===== src/rtl/rf_pkg.sv =====
package rf_pkg;

  // Register file geometry
  localparam int data_w = 32;
  localparam int lane_n = 4;
  localparam int reg_n  = 32;
  localparam int reg_aw = 5;

  // Instruction opcodes
  typedef enum logic [2:0] {
    op_nop  = 3'd0,
    op_add  = 3'd1,
    op_sub  = 3'd2,
    op_xor  = 3'd3,
    op_lli  = 3'd4,
    op_lui  = 3'd5,
    op_movb = 3'd6
  } opcode_e;

  // One instruction per cycle from the outside, 34 bits
  typedef struct packed {
    opcode_e           opcode;
    logic [reg_aw-1:0] rs1;
    logic [reg_aw-1:0] rs2;
    logic [reg_aw-1:0] rd;
    logic [15:0]       imm;
  } instr_t;

  // Write-back report, 42 bits
  // be and data carry the same lanes that went to the write port
  typedef struct packed {
    logic              valid;
    logic [reg_aw-1:0] rd;
    logic [lane_n-1:0] be;
    logic [data_w-1:0] data;
  } wb_t;

endpackage


===== src/rtl/rf_mem_2rd_1wr.sv =====
`timescale 1ns/1ps

module rf_mem_2rd_1wr #(
  parameter int BITS    = 32,
  parameter int SIZE    = 32,
  parameter int WENSIZE = 4,
  parameter int FWD     = 1,
  parameter int LATENCY = 1
) (
  input  logic                    clock,

  // Read port 0
  input  logic [$clog2(SIZE)-1:0] rd_addr_0,
  input  logic                    rd_enable_0,
  output logic [BITS-1:0]         rd_dout_0,

  // Read port 1
  input  logic [$clog2(SIZE)-1:0] rd_addr_1,
  input  logic                    rd_enable_1,
  output logic [BITS-1:0]         rd_dout_1,

  // Write port 0
  input  logic [$clog2(SIZE)-1:0] wr_addr_0,
  input  logic [WENSIZE-1:0]      wr_enable_0,
  input  logic [BITS-1:0]         wr_din_0
);

  // Word seen as WENSIZE lanes, lane 0 in the low bits
  typedef logic [WENSIZE-1:0][BITS/WENSIZE-1:0] word_t;

  word_t mem [SIZE];
  word_t wr_word;

  // Both read ports share the same logic through these arrays
  logic [$clog2(SIZE)-1:0] port_addr [2];
  logic                    port_en   [2];
  logic [BITS-1:0]         port_dout [2];

  assign wr_word = wr_din_0;

  assign port_addr[0] = rd_addr_0;
  assign port_addr[1] = rd_addr_1;
  assign port_en[0]   = rd_enable_0;
  assign port_en[1]   = rd_enable_1;

  assign rd_dout_0 = port_dout[0];
  assign rd_dout_1 = port_dout[1];

  // Only the enabled lanes are written
  always_ff @(posedge clock) begin
    for (int l = 0; l < WENSIZE; l++) begin
      if (wr_enable_0[l]) begin
        mem[wr_addr_0][l] <= wr_word[l];
      end
    end
  end

  for (genvar p = 0; p < 2; p++) begin : g_rd
    logic  wr_hit;
    word_t rd_word;

    assign wr_hit = (FWD != 0) && (wr_addr_0 == port_addr[p]);

    // Array word, with any lane being written this cycle taken from the write port
    always_comb begin
      if (!port_en[p]) begin
        rd_word = 'x;
      end else begin
        rd_word = mem[port_addr[p]];
        for (int l = 0; l < WENSIZE; l++) begin
          if (wr_hit && wr_enable_0[l]) begin
            rd_word[l] = wr_word[l];
          end
        end
      end
    end

    if (LATENCY == 1) begin : g_reg
      always_ff @(posedge clock) begin
        port_dout[p] <= rd_word;
      end
    end else begin : g_comb
      assign port_dout[p] = rd_word;
    end
  end

endmodule


===== src/rtl/operand_fetch.sv =====
`timescale 1ns/1ps

module operand_fetch
  import rf_pkg::*;
(
  input  logic              clock,
  input  logic              rst_n,

  input  logic              instr_valid,
  input  instr_t            instr,

  // Memory read requests
  output logic [reg_aw-1:0] rd_addr_0,
  output logic              rd_enable_0,
  output logic [reg_aw-1:0] rd_addr_1,
  output logic              rd_enable_1,

  // Instruction for the operand cycle
  output logic              ex_valid,
  output instr_t            ex_instr
);

  // Source usage per opcode
  function automatic logic uses_rs1(opcode_e op);
    return op inside {op_add, op_sub, op_xor, op_movb};
  endfunction

  function automatic logic uses_rs2(opcode_e op);
    return op inside {op_add, op_sub, op_xor};
  endfunction

  // Reads go out in the same cycle the instruction arrives
  assign rd_addr_0   = instr.rs1;
  assign rd_addr_1   = instr.rs2;
  assign rd_enable_0 = instr_valid && uses_rs1(instr.opcode);
  assign rd_enable_1 = instr_valid && uses_rs2(instr.opcode);

  always_ff @(posedge clock) begin
    if (!rst_n) begin
      ex_valid <= 1'b0;
    end else begin
      ex_valid <= instr_valid;
    end
  end

  // Held alongside the read data, which arrives one cycle later
  always_ff @(posedge clock) begin
    if (instr_valid) begin
      ex_instr <= instr;
    end
  end

endmodule


===== src/rtl/execute_wb.sv =====
`timescale 1ns/1ps

module execute_wb
  import rf_pkg::*;
(
  input  logic              clock,
  input  logic              rst_n,

  input  logic              ex_valid,
  input  instr_t            ex_instr,

  // Operands from the memory read ports
  input  logic [data_w-1:0] op_a,
  input  logic [data_w-1:0] op_b,

  // Memory write port
  output logic [reg_aw-1:0] wr_addr_0,
  output logic [lane_n-1:0] wr_enable_0,
  output logic [data_w-1:0] wr_din_0,

  output wb_t               wb
);

  logic [data_w-1:0] result;
  logic [lane_n-1:0] lane_be;

  // Result already placed in its byte lanes
  always_comb begin
    result  = '0;
    lane_be = '0;
    case (ex_instr.opcode)
      op_add: begin
        result  = op_a + op_b;
        lane_be = 4'b1111;
      end
      op_sub: begin
        result  = op_a - op_b;
        lane_be = 4'b1111;
      end
      op_xor: begin
        result  = op_a ^ op_b;
        lane_be = 4'b1111;
      end
      op_lli: begin
        result  = {{(data_w/2){1'b0}}, ex_instr.imm};
        lane_be = 4'b0011;
      end
      op_lui: begin
        result  = {ex_instr.imm, {(data_w/2){1'b0}}};
        lane_be = 4'b1100;
      end
      op_movb: begin
        // Only lane 0 is enabled, upper bits are don't care
        result  = {{(data_w-8){1'b0}}, op_a[7:0]};
        lane_be = 4'b0001;
      end
      default: begin
        result  = '0;
        lane_be = '0;
      end
    endcase
  end

  // Write lands at the end of the operand cycle
  assign wr_addr_0   = ex_instr.rd;
  assign wr_enable_0 = ex_valid ? lane_be : '0;
  assign wr_din_0    = result;

  // Report mirrors the write port one cycle later
  always_ff @(posedge clock) begin
    wb.rd   <= wr_addr_0;
    wb.be   <= wr_enable_0;
    wb.data <= wr_din_0;
    if (!rst_n) begin
      wb.valid <= 1'b0;
    end else begin
      wb.valid <= |wr_enable_0;
    end
  end

endmodule


===== src/rtl/rf_top.sv =====
`timescale 1ns/1ps

module rf_top
  import rf_pkg::*;
(
  input  logic   clock,
  input  logic   rst_n,

  input  logic   instr_valid,
  input  instr_t instr,

  output wb_t    wb
);

  // Fetch to memory
  logic [reg_aw-1:0] rd_addr_0;
  logic              rd_enable_0;
  logic [reg_aw-1:0] rd_addr_1;
  logic              rd_enable_1;

  // Fetch to execute
  logic              ex_valid;
  instr_t            ex_instr;

  // Memory to execute
  logic [data_w-1:0] op_a;
  logic [data_w-1:0] op_b;

  // Execute to memory write port
  logic [reg_aw-1:0] wr_addr_0;
  logic [lane_n-1:0] wr_enable_0;
  logic [data_w-1:0] wr_din_0;

  operand_fetch u_fetch (
    .clock       (clock),
    .rst_n       (rst_n),
    .instr_valid (instr_valid),
    .instr       (instr),
    .rd_addr_0   (rd_addr_0),
    .rd_enable_0 (rd_enable_0),
    .rd_addr_1   (rd_addr_1),
    .rd_enable_1 (rd_enable_1),
    .ex_valid    (ex_valid),
    .ex_instr    (ex_instr)
  );

  // Forwarding covers back-to-back dependent instructions
  rf_mem_2rd_1wr #(
    .BITS    (data_w),
    .SIZE    (reg_n),
    .WENSIZE (lane_n),
    .FWD     (1),
    .LATENCY (1)
  ) u_mem (
    .clock       (clock),
    .rd_addr_0   (rd_addr_0),
    .rd_enable_0 (rd_enable_0),
    .rd_dout_0   (op_a),
    .rd_addr_1   (rd_addr_1),
    .rd_enable_1 (rd_enable_1),
    .rd_dout_1   (op_b),
    .wr_addr_0   (wr_addr_0),
    .wr_enable_0 (wr_enable_0),
    .wr_din_0    (wr_din_0)
  );

  execute_wb u_exec (
    .clock       (clock),
    .rst_n       (rst_n),
    .ex_valid    (ex_valid),
    .ex_instr    (ex_instr),
    .op_a        (op_a),
    .op_b        (op_b),
    .wr_addr_0   (wr_addr_0),
    .wr_enable_0 (wr_enable_0),
    .wr_din_0    (wr_din_0),
    .wb          (wb)
  );

endmodule


===== config.mk =====
export PLATFORM = sky130hd
export DESIGN_NAME = rf_top
export DESIGN_NICKNAME = d
export VERILOG_FILES = /design/src/rtl/rf_pkg.sv /design/src/rtl/rf_mem_2rd_1wr.sv /design/src/rtl/operand_fetch.sv /design/src/rtl/execute_wb.sv /design/src/rtl/rf_top.sv
export SDC_FILE = /design/constraint.sdc
export NUM_CORES = 1
export LEC_CHECK = 0
export CORE_MARGIN = 8
export CORE_UTILIZATION = 50
export CTS_BUF_LIST = sky130_fd_sc_hd__clkbuf_8 sky130_fd_sc_hd__clkbuf_16
export DETAILED_ROUTE_END_ITERATION = 8
export DONT_BUFFER_PORTS = 1
export PLACE_DENSITY = 0.68
export SYNTH_ARGS = -nofsm -noshare
export SYNTH_HDL_FRONTEND = slang
export SYNTH_HIERARCHICAL = 1
export SYNTH_SLANG_ARGS = --single-unit

===== constraint.sdc =====
create_clock -name clock -period 5.15 [get_ports clock]
set_clock_uncertainty 0.2 [all_clocks]
set_input_delay 0.515 -clock clock [delete_from_list [all_inputs] [get_ports clock]]
set_output_delay 0.515 -clock clock [all_outputs]
set_load 0.02 [all_outputs]

# Word-level counts from Yosys, hierarchy flattened
# Memories as Yosys holds them, arrays and structs flattened.
# Index checks and enable logic that the tools add are counted.
# Widths: inputs -> output; s select.
# word_totals
n_memories,2
input_bits,37
ram_bits,1088
reg_bits,67
output_inout_bits,42
word_cells,60
latch_bits,0
mem_bits_ro,0
# memory_table
memory,depth,width,rd,rd_ports_with_merged_regs,wr,line_no,source
u_mem.mem,32,32,2,0,1,rf_mem_2rd_1wr.sv:31,word_t mem [SIZE];
u_mem.port_dout,2,32,2,0,2,rf_mem_2rd_1wr.sv:37,logic [BITS-1:0] port_dout [2];
# op_classes
eq_ne,12
n_reduce_logical,14
bitwise_logic,1
n_shift,0
magnitude_cmp,0
muxes,21
n_addsub,2
multipliers,0
div_mod_pow,0
# op_table
operator,n
$pmux 32 s6,1
$mux 32,2
$mux 8,8
$add 32x32->32,1
$sub 32x32->32,1
$xor 32x32->32,1
$pmux 4 s4,1
$eq 3x2->1 const B,4
$eq 3x3->1 const B,4
$eq 5x5->1,2
$logic_and 1x1->1,10
$mux 1,8
$eq 3x1->1 const B,2
$mux 4,1
$reduce_bool 4->1,1
$reduce_or 4->1,1
$reduce_bool 3->1,1
$reduce_or 3->1,1

# Logic depth before layout (Yosys ltp)
# logic_depth
depth_word,7
depth_mapped,20

# Hierarchy
# The synthesis kept the hierarchy.
# by_module_without_submodules
mod,area_each_um2,instances,cells_each
rf_mem_2rd_1wr,50392.1,1,2910
execute_wb,4224.1,1,571
operand_fetch,1159.9,1,51

# Worst setup path before layout
# Ideal clock, no wire load.
# synth_path
path_kind,flip-flop to flip-flop
from,register u_fetch/ex_instr[32] (netlist name)
to,"memory u_mem/mem[0][24] (netlist name), data pin"
setup_ps,481
required_time_ps,4469
stages_incl_launch_ff,16
synth_period_minus_slack_ps,5367
setup_slack_ps,-217
arrival_time_ps,4686
path_cell_list,edfxtp_1 > clkbuf_1 > nand2b_1 > nor2_1 > clkbuf_1 > nor2_1 > xnor2_1 > ha_1 > nor2b_1 > o211ai_1 > a21oi_1 > a31oi_1 > a31oi_1 > a41oi_1 > xor2_1 > o21ai_0
# synth_via
elab_chain_len,2
# synth_rtl
item,line_no,source
$eq 3x3->1 (tied with other cells),execute_wb.sv:31,case (ex_instr.opcode)
$pmux 32 s6 (*),execute_wb.sv:31,
named net wr_din_0[24],rf_top.sv:32,logic [data_w-1:0] wr_din_0;
"end, declared",rf_mem_2rd_1wr.sv:31,
# Mark *: on every way through the listed nets, which the timed path passes. The rest lies on a longest branch.

==> impl_metrics.ini <==
[floorplanning]
coreArea_mm2 = 0.110
dieWidth_um = 349
die-area_mm2 = 0.122
die_h_um = 349
num_io_pins = 79
row_count = 122
start_util_pct = 50.2

[run]
maxCapViolCount = 1

[yosys]
synth_cells = 3517
netlist_area_mm2 = 0.0554
syn-num-nets = 3587
yosysWarnings = 6
postSynthAreaPerCell_um2 = 15.8

[global_route]
grt_remaining_overflow = 0
grt_max_degree = 311
grt_pass1_vias = 34700
gr-usage-all-layers_pct = 29.0
grt_first_pass_wirelength_mm = 254
antenna_found_initial = 14

[cells_and_area]
nets = 3565
final_util_pct = 55.7
drive_above_1_share_pct = 24.8
finalNonFillerCells = 5100
design_area_mm2 = 0.0615
syn_to_final_growth_pct = 11.0

[detailed_routing]
drtAntennaViolNets = 0
viasPerCell = 6.99
num_vias = 35600
finalWirelength_mm = 181
wire_per_inst_um = 35.4
drc = 0
drt_iter0_markers = 5411
dr.pass1.iters = 6

[worst_setup_path]
cp-start-kind = register
critical_path_class = register to register
path_max_fanout = 35
r2r_cells = 18
cpMaxStageDelayCell = o21ai_4
worstPathCellList = inv_1 -> ha_1 -> nand2b_1 -> nand2b_1 -> or3_1 -> o31ai_1 -> xor2_1 -> ha_1 -> and3_1 -> a22o_1 -> a21o_1 -> a31oi_1 -> a31oi_1 -> a311oi_1 -> xor2_1 -> o21ai_4 -> nor2_1 -> a31oi_1
crit_path_end_kind = register
timing.reg2reg.setup_slack_ps = 240
crit_top_cell = a31oi_1
slowest_delay_ps = 690
cp.required_ps = 5590
arrival_ps = 5350
r2r_end = u_mem/port_dout[0][60]
crit-reg2reg-launch = u_mem/port_dout[0][33]

[place]
placed_cell_area_mm2 = 0.0569
gp_congestion = 0.987
post-place-ws_ps = 61.1
dp.cells = 4823
dpl.hpwl_mm = 109
portBuffers = 0

[clock_tree]
clock_sinks = 1154
htreeDepth = 3
clk_latency_ps = 730
clk_pin_slew_ps = 60
clock-root-buffer = clkbuf_16
cts_buffers = 119
clk_path_buf_depth = 3
cts_tree = yes

[sta]
tns_ps = 0
holdWs_ps = 20.1
worst_slew_pin_slew_ps = 1650
setup_slack_ps = 236
finalCritPeriodShare_pct = 95.4
finalHoldViolCount = 0
slew_violations = 76
fmax_mhz = 204
finalSetupViolCount = 0
slew_headroom_pct = -9.78
finalCriticalPeriod_ps = 4910
rsz0062_at_grt = true

[pwr]
power.total_mw = 23.5
power.static_leakage_nw = 20.3
power_density_mw_per_mm2 = 382
irDropWorstVdd_uv = 273

[min_path]
hold_path_class = primary input to register
holdCritStartpoint = instr[25]
min_to = u_mem/port_dout[0][62]
min_path_cells = 3

[outcome]
status = complete, but fails checks
failed_checks = capacitance limit, slew limit
-- worst max-delay path: cells and delay by family (launching register included) --
family,cells,cell delay [ps]
adders and majority gates,2,430
xor gates and xnor gates,2,350
AOI/OAI and AO/OA,8,2420
DFF,1,330
buffers and inverters,1,100
and+or+nand+nor,5,990
-- report_power, final --
part           total (mW)  switching [mW]  internal [mW]
Combinational        3.17            2.05           1.12
Clock                9.03            3.72           5.31
Sequential           11.3           0.298           11.0
-- sequential cells by signal (all words and copies together), names as in the netlist --
| name | count |
|---|---|
| u_fetch/ex_instr | 24 |
| u_mem/mem | 1024 |
| u_exec/wb | 41 |
| u_mem/port_dout | 64 |
| u_fetch/ex_valid | 1 |
-- final cells by class --
class,instances,area (um^2)
antenna,10,25.0
clock buffer,132,3170
clock inverter,96,965
fill,8531,48800
inverter,17,63.8
multi-input combinational,2071,20700
sequential,1154,33600
tap,1488,1860
timing repair buffer,132,1140
-- cell usage in the layout (no fill, tap or decap), types with 34 or more instances in the layout --
cell type,n
a21oi_1,146
a22o_1,52
a22oi_1,80
a31oi_1,58
and2_1,131
buf_4,91
clkbuf_16,120
clkinv_2,34
dfxtp_1,106
dlygate4sd3_1,37
edfxtp_1,1048
mux2_2,166
mux2i_1,120
mux4_2,378
nand2_1,91
nor2_1,225
o21ai_0,87
o221ai_1,55
o22ai_1,74
xnor2_1,64
xor2_1,35
-- routing by layer --
layer  up-vias  share of wire [%]  GRT usage [%]
li1      14300                  -              -
met1     18300                 37           38.8
met2      2525                 44           42.9
met3       494                 14           10.1
met4        10                4.9           12.6
met5         -              0.044              0
-- worst max-delay path by stage --
| stage | depth (start not counted) | start | end | slack, ps |
|---|---|---|---|---|
| after floorplan | 14 | u_fetch/ex_instr[32] | u_mem/mem[0][19] | 9 |
| after global placement | 18 | u_mem/port_dout[0][33] | u_mem/port_dout[0][60] | 70 |
| after detailed placement | 16 | u_mem/port_dout[0][33] | u_mem/mem[28][28] | 60 |
| after CTS | 16 | u_mem/port_dout[0][33] | u_mem/mem[3][28] | 0.5 |
| after global routing | 18 | u_mem/port_dout[0][33] | u_mem/port_dout[0][60] | -40 |
| final | 18 | u_mem/port_dout[0][33] | u_mem/port_dout[0][60] | 240 |
-- repair_timing --
action,CTS,global route
hold endpoints to repair,87,0
resized for setup,0,6
hold buffers,39,0
setup buffers,0,0
endpoints found under the setup margin,0,103
No activity file was read; power rests on OpenSTA's default activity.
